===== config.mk =====
export PLATFORM = sky130hd
export DESIGN_NAME = rapcore
export DESIGN_NICKNAME = d
export VERILOG_FILES = /design/src/cmd_pkg.sv /design/src/motor_pkg.sv /design/src/move_if.sv /design/src/rapcore.sv /design/src/quad_enc.sv /design/src/dual_hbridge.sv /design/src/step_timer.sv /design/src/cmd_fsm.sv /design/src/spi_target.sv
export SDC_FILE = /design/constraint.sdc
export NUM_CORES = 1
export LEC_CHECK = 0
export BUFFER_PORTS_ARGS = -buffer_cell sky130_fd_sc_hd__buf_2
export CELL_PAD_IN_SITES_DETAIL_PLACEMENT = 1
export CELL_PAD_IN_SITES_GLOBAL_PLACEMENT = 1
export CORE_ASPECT_RATIO = 0.9
export CORE_UTILIZATION = 40
export CTS_CLUSTER_DIAMETER = 100
export DETAILED_ROUTE_END_ITERATION = 8
export HOLD_SLACK_MARGIN = 0.15
export PLACE_DENSITY_LB_ADDON = 0.1
export SLEW_MARGIN = 20
export SYNTH_ARGS = -nofsm -noshare
export SYNTH_HDL_FRONTEND = slang
export SYNTH_HIERARCHICAL = 1
export SYNTH_SLANG_ARGS = --single-unit

===== constraint.sdc =====
create_clock -name CLK -period 7.4 [get_ports CLK]
set_clock_uncertainty 0.05 [all_clocks]
set_input_delay 1.11 -clock CLK [delete_from_list [all_inputs] [get_ports CLK]]
set_output_delay 1.11 -clock CLK [all_outputs]
set_load 0.01 [all_outputs]

===== src/cmd_pkg.sv =====
package cmd_pkg;

  localparam int FRAME_BITS = 48;
  localparam int OP_BITS    = 8;

  // Opcode in the top byte, payload below
  typedef logic [FRAME_BITS-1:0] frame_t;
  typedef logic [OP_BITS-1:0]    opcode_t;

  localparam opcode_t OP_CONFIG = 8'h01;
  localparam opcode_t OP_MOVE   = 8'h02;

  typedef enum logic [1:0] {
    IDLE,
    DECODE,
    HOLD
  } cmd_state_t;

endpackage


===== src/motor_pkg.sv =====
package motor_pkg;

  localparam int ANGLE_BITS   = 8;
  localparam int USTEP_BITS   = 3;
  localparam int CURRENT_BITS = 8;
  localparam int STEPS_BITS   = 16;
  localparam int PERIOD_BITS  = 16;
  localparam int ENC_BITS     = 32;

  localparam int FULL_STEP_ANGLE = 64; // Quarter of an electrical period

  typedef logic [ANGLE_BITS-1:0]        angle_t;
  typedef logic [USTEP_BITS-1:0]        usteps_t;
  typedef logic [CURRENT_BITS-1:0]      current_t;
  typedef logic [STEPS_BITS-1:0]        steps_t;
  typedef logic [PERIOD_BITS-1:0]       period_t;
  typedef logic signed [ENC_BITS-1:0]   enc_count_t;

  // 255 * sin(i * 90 / 16 degrees)
  localparam logic [7:0] SIN_QUARTER [16] = '{
    8'd0,   8'd25,  8'd50,  8'd74,  8'd98,  8'd120, 8'd142, 8'd162,
    8'd180, 8'd197, 8'd212, 8'd225, 8'd236, 8'd244, 8'd250, 8'd254
  };

endpackage

===== src/move_if.sv =====
`timescale 1ns/1ns

interface move_if;

  logic               valid;
  logic               ready;
  logic               dir;
  motor_pkg::steps_t  steps;
  motor_pkg::period_t period;

  modport ctrl (
    output valid, dir, steps, period,
    input  ready
  );

  modport timer (
    input  valid, dir, steps, period,
    output ready
  );

endinterface


===== src/rapcore.sv =====
`timescale 1ns/1ns

module rapcore (
  input  logic CLK,
  input  logic resetn,
  input  logic sck,
  input  logic cs,
  input  logic copi,
  output logic cipo,
  input  logic enc_a,
  input  logic enc_b,
  output logic step_out,
  output logic dir_out,
  output logic move_done,
  output logic buffer_dtr,
  output logic phase_a1,
  output logic phase_a2,
  output logic phase_b1,
  output logic phase_b2,
  output logic vref_a,
  output logic vref_b
);

  motor_pkg::enc_count_t enc_count;
  motor_pkg::usteps_t    microsteps;
  motor_pkg::current_t   current;
  logic                  enable;
  logic                  frame_valid;
  logic                  frame_ready;
  cmd_pkg::frame_t       frame;

  move_if mv ();

  spi_target spi0 (
    .CLK(CLK), .resetn(resetn), .sck(sck), .cs(cs), .copi(copi), .cipo(cipo),
    .count(enc_count), .move_done(move_done), .buffer_dtr(buffer_dtr),
    .frame_valid(frame_valid), .frame(frame), .frame_ready(frame_ready)
  );

  cmd_fsm cmd0 (
    .CLK(CLK), .resetn(resetn),
    .frame_valid(frame_valid), .frame(frame), .frame_ready(frame_ready), .mv(mv),
    .microsteps(microsteps), .current(current), .enable(enable), .buffer_dtr(buffer_dtr)
  );

  step_timer timer0 (
    .CLK(CLK), .resetn(resetn), .mv(mv),
    .step_pulse(step_out), .dir(dir_out), .move_done(move_done)
  );

  dual_hbridge bridge0 (
    .CLK(CLK), .resetn(resetn), .step_pulse(step_out), .dir(dir_out),
    .enable(enable), .microsteps(microsteps), .current(current),
    .phase_a1(phase_a1), .phase_a2(phase_a2), .phase_b1(phase_b1), .phase_b2(phase_b2),
    .vref_a(vref_a), .vref_b(vref_b)
  );

  quad_enc enc0 (
    .CLK(CLK), .resetn(resetn), .a(enc_a), .b(enc_b), .count(enc_count)
  );

endmodule


===== src/quad_enc.sv =====
`timescale 1ns/1ns

module quad_enc (
  input  logic                  CLK,
  input  logic                  resetn,
  input  logic                  a,
  input  logic                  b,
  output motor_pkg::enc_count_t count
);

  logic [2:0] a_q;
  logic [2:0] b_q; // Two sync stages plus the previous sample
  logic       a_chg;
  logic       b_chg;
  logic       fwd;

  assign a_chg = a_q[1] ^ a_q[2];
  assign b_chg = b_q[1] ^ b_q[2];
  assign fwd   = a_q[1] ^ b_q[2]; // a leads b

  always_ff @(posedge CLK) begin
    if (!resetn) begin
      a_q   <= '0;
      b_q   <= '0;
      count <= '0;
    end else begin
      a_q <= {a_q[1:0], a};
      b_q <= {b_q[1:0], b};
      if (a_chg ^ b_chg) begin
        if (fwd)
          count <= count + 1'b1;
        else
          count <= count - 1'b1;
      end
    end
  end

endmodule


===== src/dual_hbridge.sv =====
`timescale 1ns/1ns

module dual_hbridge (
  input  logic                CLK,
  input  logic                resetn,
  input  logic                step_pulse,
  input  logic                dir,
  input  logic                enable,
  input  motor_pkg::usteps_t  microsteps,
  input  motor_pkg::current_t current,
  output logic                phase_a1,
  output logic                phase_a2,
  output logic                phase_b1,
  output logic                phase_b2,
  output logic                vref_a,
  output logic                vref_b
);

  motor_pkg::angle_t angle;
  motor_pkg::angle_t angle_inc;
  logic [1:0]        quad;
  logic [3:0]        frac;
  logic [3:0]        idx_a;
  logic [3:0]        idx_b;
  logic [7:0]        pwm_cnt;
  logic [15:0]       scaled_a;
  logic [15:0]       scaled_b;

  assign angle_inc = motor_pkg::angle_t'(motor_pkg::FULL_STEP_ANGLE) >> microsteps;
  assign quad      = angle[7:6];
  assign frac      = angle[5:2];

  assign phase_a1 = enable & ~^quad; // Quadrants 0 and 3
  assign phase_a2 = enable & ^quad;
  assign phase_b1 = enable & ~quad[1];
  assign phase_b2 = enable & quad[1];

  // Cosine magnitude for a, sine for b, mirrored in odd quadrants
  assign idx_a    = quad[0] ? frac : ~frac;
  assign idx_b    = quad[0] ? ~frac : frac;
  assign scaled_a = current * motor_pkg::SIN_QUARTER[idx_a];
  assign scaled_b = current * motor_pkg::SIN_QUARTER[idx_b];

  always_ff @(posedge CLK) begin
    if (!resetn) begin
      angle   <= '0;
      pwm_cnt <= '0;
      vref_a  <= 1'b0;
      vref_b  <= 1'b0;
    end else begin
      pwm_cnt <= pwm_cnt + 1'b1;
      vref_a  <= enable && (pwm_cnt < scaled_a[15:8]);
      vref_b  <= enable && (pwm_cnt < scaled_b[15:8]);
      if (step_pulse)
        angle <= dir ? angle + angle_inc : angle - angle_inc;
    end
  end

endmodule


===== src/step_timer.sv =====
`timescale 1ns/1ns

module step_timer (
  input  logic CLK,
  input  logic resetn,
  move_if.timer mv,
  output logic step_pulse,
  output logic dir,
  output logic move_done
);

  logic               busy;
  logic               start;
  motor_pkg::period_t period_q;
  motor_pkg::period_t period_cnt;
  motor_pkg::steps_t  steps_left;

  assign mv.ready  = ~busy;
  assign start     = mv.valid && mv.ready;
  assign move_done = ~(busy || mv.valid); // Low already in the transfer cycle

  always_ff @(posedge CLK) begin
    if (!resetn) begin
      busy       <= 1'b0;
      step_pulse <= 1'b0;
      dir        <= 1'b0;
    end else begin
      step_pulse <= 1'b0;
      if (start) begin
        busy <= 1'b1;
        dir  <= mv.dir;
      end else if (busy) begin
        if (steps_left == '0)
          busy <= 1'b0;
        else if (period_cnt == 16'd1)
          step_pulse <= 1'b1;
      end
    end
  end

  // First reload is one short so the first pulse lands period cycles out
  always_ff @(posedge CLK) begin
    if (start) begin
      period_q   <= mv.period;
      period_cnt <= mv.period - 1'b1;
      steps_left <= mv.steps;
    end else if (busy && steps_left != '0) begin
      if (period_cnt == 16'd1) begin
        period_cnt <= period_q;
        steps_left <= steps_left - 1'b1;
      end else begin
        period_cnt <= period_cnt - 1'b1;
      end
    end
  end

  assert property (@(posedge CLK) disable iff (!resetn) step_pulse |=> !step_pulse);

endmodule


===== src/cmd_fsm.sv =====
`timescale 1ns/1ns

module cmd_fsm (
  input  logic                CLK,
  input  logic                resetn,
  input  logic                frame_valid,
  input  cmd_pkg::frame_t     frame,
  output logic                frame_ready,
  move_if.ctrl                mv,
  output motor_pkg::usteps_t  microsteps,
  output motor_pkg::current_t current,
  output logic                enable,
  output logic                buffer_dtr
);

  cmd_pkg::cmd_state_t state;
  cmd_pkg::frame_t     cmd_q;
  cmd_pkg::opcode_t    op;
  logic                xfer;
  logic                pend; // Frame taken while the last one was decoded

  assign xfer        = frame_valid && frame_ready;
  assign frame_ready = (state != cmd_pkg::HOLD);
  assign op          = cmd_q[cmd_pkg::FRAME_BITS-1 -: cmd_pkg::OP_BITS];
  assign buffer_dtr  = ~mv.valid;

  always_ff @(posedge CLK) begin
    if (!resetn) begin
      state      <= cmd_pkg::IDLE;
      pend       <= 1'b0;
      mv.valid   <= 1'b0;
      microsteps <= '0;
      current    <= '0;
      enable     <= 1'b0;
    end else begin
      case (state)
        cmd_pkg::IDLE: begin
          if (xfer)
            state <= cmd_pkg::DECODE;
        end
        cmd_pkg::DECODE: begin
          pend <= xfer;
          if (op == cmd_pkg::OP_CONFIG) begin
            microsteps <= cmd_q[2:0];
            current    <= cmd_q[15:8];
            enable     <= cmd_q[16];
          end
          if (op == cmd_pkg::OP_MOVE) begin
            mv.valid <= 1'b1; // Slot is always empty here
            state    <= cmd_pkg::HOLD;
          end else if (!xfer) begin
            state <= cmd_pkg::IDLE;
          end
        end
        cmd_pkg::HOLD: begin
          if (mv.ready) begin
            mv.valid <= 1'b0;
            state    <= pend ? cmd_pkg::DECODE : cmd_pkg::IDLE;
          end
        end
        default: state <= cmd_pkg::IDLE;
      endcase
    end
  end

  always_ff @(posedge CLK) begin
    if (xfer)
      cmd_q <= frame;
    if (state == cmd_pkg::DECODE && op == cmd_pkg::OP_MOVE) begin
      mv.period <= cmd_q[15:0];
      mv.steps  <= cmd_q[31:16];
      mv.dir    <= cmd_q[32];
    end
  end

  assert property (@(posedge CLK) disable iff (!resetn)
    mv.valid && !mv.ready |=> mv.valid && $stable({mv.dir, mv.steps, mv.period}));

endmodule


===== src/spi_target.sv =====
`timescale 1ns/1ns

module spi_target (
  input  logic                  CLK,
  input  logic                  resetn,
  input  logic                  sck,
  input  logic                  cs,
  input  logic                  copi,
  output logic                  cipo,
  input  motor_pkg::enc_count_t count,
  input  logic                  move_done,
  input  logic                  buffer_dtr,
  output logic                  frame_valid,
  output cmd_pkg::frame_t       frame,
  input  logic                  frame_ready
);

  logic [2:0]      sck_q;
  logic [2:0]      cs_q;
  logic [1:0]      copi_q;
  logic            sck_rise;
  logic            sck_fall;
  logic            cs_fall;
  logic            cs_rise;
  logic            cs_active;
  logic            frame_end;
  logic            frame_load;
  logic [5:0]      bit_cnt;
  cmd_pkg::frame_t rx_sr;
  cmd_pkg::frame_t tx_sr;

  assign sck_rise  = sck_q[1] & ~sck_q[2];
  assign sck_fall  = ~sck_q[1] & sck_q[2];
  assign cs_fall   = ~cs_q[1] & cs_q[2];
  assign cs_rise   = cs_q[1] & ~cs_q[2];
  assign cs_active = ~cs_q[1];
  assign frame_end = cs_active && sck_rise && (bit_cnt == 6'(cmd_pkg::FRAME_BITS - 1));
  assign frame_load = frame_end && (!frame_valid || frame_ready); // Else dropped
  assign cipo = tx_sr[cmd_pkg::FRAME_BITS-1];

  always_ff @(posedge CLK) begin
    if (!resetn) begin
      sck_q       <= '0;
      cs_q        <= '1;
      copi_q      <= '0;
      bit_cnt     <= '0;
      tx_sr       <= '0;
      frame_valid <= 1'b0;
    end else begin
      sck_q  <= {sck_q[1:0], sck};
      cs_q   <= {cs_q[1:0], cs};
      copi_q <= {copi_q[0], copi};
      if (cs_fall) begin
        bit_cnt <= '0;
        tx_sr   <= {14'd0, buffer_dtr, move_done, count};
      end else if (cs_rise) begin
        bit_cnt <= '0; // Short frame thrown away
      end else if (cs_active) begin
        if (sck_rise)
          bit_cnt <= frame_end ? '0 : bit_cnt + 1'b1;
        if (sck_fall)
          tx_sr <= {tx_sr[cmd_pkg::FRAME_BITS-2:0], 1'b0};
      end
      if (frame_valid && frame_ready)
        frame_valid <= 1'b0;
      if (frame_load)
        frame_valid <= 1'b1;
    end
  end

  always_ff @(posedge CLK) begin
    if (cs_active && sck_rise)
      rx_sr <= {rx_sr[cmd_pkg::FRAME_BITS-2:0], copi_q[1]};
    if (frame_load)
      frame <= {rx_sr[cmd_pkg::FRAME_BITS-2:0], copi_q[1]};
  end

  assert property (@(posedge CLK) disable iff (!resetn)
    frame_valid && !frame_ready |=> frame_valid && $stable(frame));

endmodule


After elaboration in Yosys (flattened, before gate mapping) --
Memories as Yosys holds them, arrays and structs flattened. Cells that the tools add are included. W data, S select, Z words.
Cells by class: add/sub/neg operators 9, multipliers 2, $lt $le $gt $ge 4, equality and inequality tests 13, shift operators 1, multiplexer cells 34, bitwise logic cells 25, reduce and logical (&&, ||, !) cells 32
Operators with widths (count):
- $mux W34 | 4
- $mux W16 | 6
- $sub A16 B1 Y16 const B | 3
- $mux W8 | 5
- $add A32 B1 Y32 const B | 1
- $mul A8 B8 Y16 | 2
- $mux W32 | 1
- $sub A32 B1 Y32 const B | 1
- $eq A16 B1 Y1 const B | 1
- $logic_not A16 Y1 | 1
- $lt A8 B8 Y1 | 2
- $reduce_bool A16 Y1 | 1
- $reduce_and A3 Y1 | 4
- $ge A5 B5 Y1 const B | 2
- $not A1 Y1 | 10
- $not A4 Y5 | 2
- $reduce_bool A2 Y1 | 5
- $logic_and A1 B1 Y1 | 9
- $mux W1 | 9
- $add A8 B1 Y8 const B | 1
- $add A8 B8 Y8 | 1
- $and A1 B1 Y1 | 8
- $eq A8 B1 Y1 const B | 1
- $eq A8 B2 Y1 const B | 1
- 25 further kinds | 39
Storage, ports and cells: register bits 362, memory bits (read-only) 256, input bits 7, memories kept 2
Memory list:
- (name not given) | words 16, bits a word 8, read ports 1, clocked after memory_dff 0, wr ports 0, line dual_hbridge.sv:42 | assign scaled_b = current * motor_pkg::SIN_QUARTER[idx_b];
- (name not given) | words 16, bits a word 8, read ports 1, clocked after memory_dff 0, wr ports 0, line dual_hbridge.sv:41 | assign scaled_a = current * motor_pkg::SIN_QUARTER[idx_a];

Depth between registers and ports, before layout --
Gate-level depths: netlist of the first run.
word-level depth 9, gate-level depth with buffers 29, mapped depth without buffers 28

By module --
Netlist of the first run, hierarchy kept.
By module, submodules not included:
- dual_hbridge | instances 1, cells each 697, area an instance 5983.2 sq um, sequential area each 360.3 sq um
- spi_target | instances 1, cells each 408, area an instance 5677.9 sq um, sequential area each 4113.9 sq um
- quad_enc | instances 1, cells each 408, area an instance 3096.7 sq um, sequential area each 760.7 sq um
- cmd_fsm | instances 1, cells each 154, area an instance 2951.6 sq um, sequential area each 2542.4 sq um
- step_timer | instances 1, cells each 292, area an instance 2920.3 sq um, sequential area each 1501.4 sq um

Worst setup path after synthesis of the first run --
Ideal clock, no wire load.
path type register -> register, start register bridge0.angle[6], end register bridge0.vref_b, arrival time 6.290 ns, slack 1.002 ns, cell stages (with the launch flop) 27, buffers on the path 2, period minus slack after synthesis 6.398 ns, cell sequence dfxtp_1 buf_6 buf_6 xnor2_1 inv_1 ha_1 o31ai_1 nand2_1 fa_1 fa_1 inv_1 fa_1 inv_1 fa_1 inv_1 ha_1 nand4b_1 nor3_1 o2111ai_1 a31oi_1 xnor2_1 ha_1 a21o_1 a21o_1 a211oi_1 o21a_1 a31o_1
Between the ends: cells in the longest elaborated chain, start to end 8
Ends and longest elaborated chain:
- start: declaration | line dual_hbridge.sv:19 | motor_pkg::angle_t angle;
- start signal: assignment | line dual_hbridge.sv:55 | angle <= dir ? angle + angle_inc : angle - angle_inc;
- $mux W4 | line dual_hbridge.sv:40 | assign idx_b = quad[0] ? ~frac : frac;
- $not A4 Y5 (implied by the code) | line dual_hbridge.sv:42
- $mem_v2 Z16 W8
- $mux W8 (implied by the code) (2 in series) | line dual_hbridge.sv:42
- $mul A8 B8 Y16 | line dual_hbridge.sv:42
- $lt A8 B8 Y1 | line dual_hbridge.sv:53 | vref_b <= enable && (pwm_cnt < scaled_b[15:8]);
- $logic_and A1 B1 Y1 | line dual_hbridge.sv:53
- end signal: assignment | line dual_hbridge.sv:53
- end: declaration | line dual_hbridge.sv:16 | output logic vref_b
No other way between the ends. The select of a mux whose other input is x is not followed. A chain may end at the register's enable or synchronous reset.

Worst setup path in the final report of the first run --
start register bridge0.angle[6], end register bridge0.vref_a
Between the ends: cells in the longest elaborated chain, start to end 8
Ends and longest elaborated chain:
- $mux W4 | line dual_hbridge.sv:39 | assign idx_a = quad[0] ? frac : ~frac;
- $not A4 Y5 (implied by the code) | line dual_hbridge.sv:41
- $mem_v2 Z16 W8
- $mux W8 (implied by the code) (2 in series) | line dual_hbridge.sv:41
- $mul A8 B8 Y16 | line dual_hbridge.sv:41
- $lt A8 B8 Y1 | line dual_hbridge.sv:52 | vref_a <= enable && (pwm_cnt < scaled_a[15:8]);
- $logic_and A1 B1 Y1 | line dual_hbridge.sv:52
- end signal: assignment | line dual_hbridge.sv:52
- end: declaration | line dual_hbridge.sv:15 | output logic vref_a,
No other way between the ends. The select of a mux whose other input is x is not followed.

==> flow_metrics.py, run 1 <==
metrics = {
    "run_status": {
        "outcome": "finished, final reports clean",
    },
    "timing": {
        "hold_ws_ns": 0.367,
        "setup_violations": 0,
        "maxSlewViolCount": 0,
        "fin_crit_sh_pct": 93.0,
        "worst_pin_slew_ns": 1.05,
        "fin_crit_ns": 6.88,
        "setup_ws_ns": 0.518,
        "hold_viol_final": 0,
        "setup_tns_ns": 0,
        "relSlewSlack_pct": 30.1,
        "fmax_mhz": 145,
        "rsz0062_at_grt": "no",
    },
    "route": {
        "wl_per_cell_um": 18.5,
        "first_pass_iters": 5,
        "viasPerCell": 5.35,
        "wl_mm": 48.9,
        "remaining_drc_errors": 0,
        "antenna_left": 0,
        "initialDrtViolationCount": 703,
        "dr_total_vias": 14200,
    },
    "cts": {
        "cts_root_buf": "clkbuf_16",
        "htreeDepth": 2,
        "clkTransAtPathRegs_ns": 0.06,
        "clock_latency_ns": 0.59,
        "tritoncts": "built",
        "clock-sinks": 348,
        "clockBufferDepth": 3,
        "numCtsBuffers": 40,
        "cts_hold_buf": 0,
    },
    "floorplan": {
        "die_h_um": 216,
        "start_util_pct": 40.5,
        "die-area_um2": 52000,
        "die_x_um": 240,
        "floorplan.rows": 78,
        "io_pins": 18,
        "core_um2": 50400,
    },
    "finish": {
        "fillers": 5527,
        "drive_gt1_share_pct": 7.68,
        "syn2layout_area_growth_pct": 10.2,
        "stdcell_area_um2": 22500,
        "final_nets": 2127,
        "antenna_cells": 0,
    },
    "logic_synthesis": {
        "synth_area_per_cell_um2": 10.5,
        "netlist_area_um2": 20400,
        "synth_nets": 2143,
        "synth_warnings": 6,
        "postSynthCellCount": 1952,
    },
    "placement": {
        "port_buffers": 17,
        "placed_cell_area_um2": 21100,
        "pre_cts_ws_ns": 0.259,
        "gp_congestion": 0.809,
        "post-dp-hpwl_mm": 33.9,
    },
    "worst_setup_path": {
        "required_ns": 7.84,
        "crit_path_end_kind": "flip-flop",
        "path_max_fanout": 11,
        "reg2reg_from": "bridge0/angle[6]",
        "path_class": "reg2reg",
        "worstRegToRegCells": 27,
        "crit_arrival_ns": 7.32,
        "worst_setup_path_start_kind": "flip-flop",
        "startpoint": "bridge0/angle[6]",
    },
    "min_path": {
        "hp-class": "reg2reg",
        "hold_depth": 0,
        "hp-start": "spi0/frame[20]",
    },
    "pwr": {
        "vdd_ir_drop_max_mv": 0.155,
        "cellPowerDensity_nw_per_um2": 215,
        "p_seq_share_pct": 45.3,
        "p_leak_uw": 0.00860,
        "fin_total_pwr_uw": 4850,
        "power.switching_uw": 1310,
        "clkPwrFrac_pct": 42.5,
        "swShare_pct": 27.0,
        "p_int_uw": 3540,
        "combPwrFrac_pct": 12.2,
    },
    "global_routing": {
        "grt_overflow": 0,
        "antenna_found_initial": 0,
        "grt_use_total_pct": 19.4,
        "grt_pass1_vias": 15100,
        "grt_max_degree": 78,
        "grt_pass1_wl_mm": 80.9,
    },
    "flow_run": {
        "drv_cap": 0,
    },
}
[per-layer routing]
metal	track usage [%]	vias to the layer above	wire, um
met5	0	-	0
met4	4.52	0	891
met3	2.81	50	1470
met2	32.4	150	23100
met1	26.5	7072	23500
li1	-	6891	-
[registers in the layout (all words and copies together), names as in the netlist, 6 cells and up]
name / cells
bridge0/angle: 8
bridge0/pwm_cnt: 8
cmd0/cmd_q: 41
cmd0/current: 8
cmd0/mv.period: 16
cmd0/mv.steps: 16
enc0/count: 32
spi0/bit_cnt: 6
spi0/frame: 41
spi0/rx_sr: 47
spi0/tx_sr: 48
timer0/period_cnt: 16
timer0/period_q: 16
timer0/steps_left: 16
[layout by cell type, fill, tap and decap left out, types with 13 or more instances in the layout]
master and n:
a21oi_1 69, a22oi_1 39, and2_1 141, and3_1 13
buf_2 16, buf_4 28, clkbuf_16 40, dfxtp_1 137
edfxtp_1 210, fa_1 71, ha_1 113, inv_1 105
mux2i_1 51, nand2_1 184, nand2b_1 28, nand3_1 39
nand4_1 30, nor2_1 92, nor2b_1 68, nor3_1 33
nor4_1 26, o21ai_0 60, o22ai_1 14, o2bb2ai_1 32
or3_1 20, or4_1 19, xnor2_1 50, xor2_1 33
[power by group through the flow]
stage | logic (uW) | registers (uW) | clock network [uW]
after floorplan | 503 | 2150 | 0
after global placement | 576 | 2230 | 0
after detailed placement | 587 | 2230 | 0
after CTS | 592 | 2190 | 2130
after global routing | 662 | 2210 | 2200
final | 590 | 2200 | 2060
[layout make-up]
cell class / instances / area [um^2] / area share [%]
clock inverter: 24 / 330 / 1.47
tap: 680 / 851 / 3.78
inverter: 106 / 398 / 1.77
multi-input combinational: 1396 / 10500 / 46.7
timing repair buffer: 44 / 290 / 1.29
sequential: 348 / 9070 / 40.3
clock buffer: 48 / 1050 / 4.67
[repair_timing]
| item | CTS | global route |
|---|---|---|
| gates resized for setup | 0 | 3 |
| endpoints found under the setup margin | 0 | 2 |
| hold endpoints to repair | 0 | 0 |
| buffers inserted | 0 | 0 |
[per-stage QoR]
step                      utilization (%)  instances
after floorplan                         -       1952
after global placement               41.9       2574
after detailed placement             41.9       2574
after CTS                            44.6       2646
after global routing                 44.7       2646
final                                44.7       2646
[worst max-delay path, cell delays in order, from the launching register on]
cell,delay (ns)
dfxtp_1,0.44
buf_4,0.28
xnor2_4,0.20
inv_1,0.15
ha_1,0.35
nand2_1,0.09
nand3_1,0.07
o21ai_0,0.33
nand2_1,0.17
fa_1,0.51
fa_1,0.50
inv_1,0.06
fa_1,0.52
inv_1,0.05
fa_1,0.53
inv_1,0.04
ha_1,0.27
o21ai_0,0.13
nor2_1,0.12
o21a_1,0.21
or3_1,0.43
a31o_1,0.26
xnor2_1,0.16
ha_1,0.27
a21o_1,0.18
a21oi_1,0.18
nand4_1,0.12
a21oi_1,0.14
[final timing paths]
kind	slack [ns]	to
worst max-delay path	0.52	bridge0/vref_a
worst min-delay path	0.37	cmd0/cmd_q[20]
worst min register to register	0.37	cmd0/cmd_q[20]
worst max register to register	0.52	bridge0/vref_a
(Power assumes the default switching activity.)
==> run 2: changes to the inputs <==
- PLACE_DENSITY: unset -> 0.71
- PLACE_DENSITY_LB_ADDON: 0.1 -> unset
==> run 2 against run 1 <==
Global-route usage fell by 0.053 points. Clock power down 3%. Clock-buffer cell count did not move. Hold slack got worse by 0.011 ns. Sequential power is essentially flat. Core utilization shrank 0.11 points. Setup slack worse by 0.12 ns. Wire length down 0.48%. First-iteration DRC count increased by 3.0%. Final cell count about the same. Die area stayed put. Critical path depth down 1. Largest cell class unchanged.
==> flow_metrics.py, run 2 (same netlist as run 1, synthesis figures left out) <==
metrics = {
    "run_status": {
        "outcome": "finished, final reports clean",
    },
    "floorplan": {
        "core_um2": 50400,
        "io_pins": 18,
        "die-area_um2": 52000,
        "die_x_um": 240,
        "floorplan.rows": 78,
        "die_h_um": 216,
        "start_util_pct": 40.5,
    },
    "timing": {
        "setup_violations": 0,
        "worst_pin_slew_ns": 1.02,
        "setup_tns_ns": 0,
        "fin_crit_sh_pct": 94.6,
        "hold_viol_final": 0,
        "maxSlewViolCount": 0,
        "fin_crit_ns": 7.00,
        "relSlewSlack_pct": 31.9,
        "setup_ws_ns": 0.399,
        "rsz0062_at_grt": "yes",
        "fmax_mhz": 143,
        "hold_ws_ns": 0.356,
    },
    "worst_setup_path": {
        "required_ns": 7.84,
        "worst_setup_path_start_kind": "flip-flop",
        "crit_path_end_kind": "flip-flop",
        "path_max_fanout": 11,
        "crit_arrival_ns": 7.44,
        "r2r_slack_ns": 0.40,
        "path_class": "reg2reg",
    },
    "finish": {
        "post-route-util_pct": 44.6,
        "drive_gt1_share_pct": 7.74,
        "seq_area_um2": 9070,
        "syn2layout_area_growth_pct": 9.96,
        "multiInputGateArea_um2": 10500,
        "top_regs": "spi0/tx_sr (48), spi0/rx_sr (47)",
        "antenna_cells": 0,
        "regMostFlops": "spi0/tx_sr",
        "largest_reg_flops": 48,
        "fillers": 5557,
        "final_common_cell": "edfxtp_1",
        "mostFrequentLayoutCells": "edfxtp_1, nand2_1, and2_1, dfxtp_1, ha_1",
        "final_nets": 2124,
    },
    "min_path": {
        "hp-class": "reg2reg",
    },
    "placement": {
        "port_buffers": 17,
        "gp_congestion": 0.832,
        "pre_cts_ws_ns": 0.159,
        "post-dp-hpwl_mm": 34.6,
    },
    "global_routing": {
        "grt_use_total_pct": 19.4,
        "grt_pass1_wl_mm": 81.4,
        "grt_pass1_vias": 15600,
        "grt_max_degree": 74,
        "antenna_found_initial": 0,
        "grt_overflow": 0,
    },
    "route": {
        "antenna_left": 0,
        "remaining_drc_errors": 0,
        "initialDrtViolationCount": 724,
        "dr_total_vias": 14500,
        "first_pass_iters": 5,
        "viasPerCell": 5.48,
        "wl_per_cell_um": 18.4,
        "wl_mm": 48.7,
    },
    "pwr": {
        "fin_total_pwr_uw": 4780,
        "vdd_ir_drop_max_mv": 0.149,
        "cellPowerDensity_nw_per_um2": 213,
        "p_leak_uw": 0.00857,
    },
    "cts": {
        "clock_latency_ns": 0.56,
        "numCtsBuffers": 39,
        "cts_root_buf": "clkbuf_16",
        "cts_hold_buf": 0,
        "clockBufferDepth": 3,
        "cts_setup_buffers": 0,
        "htreeDepth": 2,
        "clkTransAtPathRegs_ns": 0.06,
        "clock-sinks": 348,
        "tritoncts": "built",
    },
    "flow_run": {
        "drv_cap": 0,
    },
}
[run 2: timing repair]
item / CTS / global route
setup endpoints to repair: 0 / 2
hold endpoints to repair: 0 / 0
gates resized for setup: 0 / 4
[run 2: metal layers]
metal | wire [um] | track usage [%]
met5 | 0 | 0
met4 | 1220 | 6.07
met2 | 23600 | 33.0
met3 | 1550 | 2.75
met1 | 22300 | 25.3
[run 2: power by group]
part           leakage, uW  internal [uW]  switching [uW]
registers          0.00301           2080             113
logic              0.00491            250             345
clock network     0.000646           1190             802
total              0.00857           3520            1260
[run 2: critical path, stage by stage (launching register included)]
cell	delay (ns)
dfxtp_1	0.55
buf_4	0.29
xor2_2	0.38
buf_4	0.24
nor2_1	0.08
a22oi_1	0.25
buf_4	0.20
nand2_1	0.08
fa_1	0.52
fa_1	0.56
inv_1	0.07
fa_1	0.54
inv_1	0.06
fa_1	0.54
inv_1	0.05
ha_1	0.27
o21ai_0	0.15
nor2_1	0.12
o21a_1	0.22
or3_1	0.40
a31o_1	0.25
xnor2_1	0.12
ha_1	0.29
a21o_1	0.18
a21oi_1	0.20
nand4_1	0.12
a21oi_1	0.15
[run 2: final cells by class]
type | instances | area share [%]
Clock buffer | 48 | 4.68
Clock inverter | 24 | 1.23
Inverter | 106 | 1.77
Multi-Input combinational cell | 1396 | 46.9
Sequential cell | 348 | 40.4
Tap cell | 680 | 3.79
Timing Repair Buffer | 42 | 1.28
[run 2: worst paths after layout]
check | startpoint | end | depth (start not counted)
max | bridge0/angle[6] | bridge0/vref_a | 26
min | spi0/frame[9] | cmd0/cmd_q[9] | 0
min reg2reg | spi0/frame[9] | cmd0/cmd_q[9] | 0
max reg2reg | bridge0/angle[6] | bridge0/vref_a | 26
[run 2: through the flow]
stage	instances	cell area [um^2]
finish	2644	22500
global route	2644	22500
detailed placement	2572	21100
floorplan	1952	20400
global placement	2571	21100
CTS	2644	22400
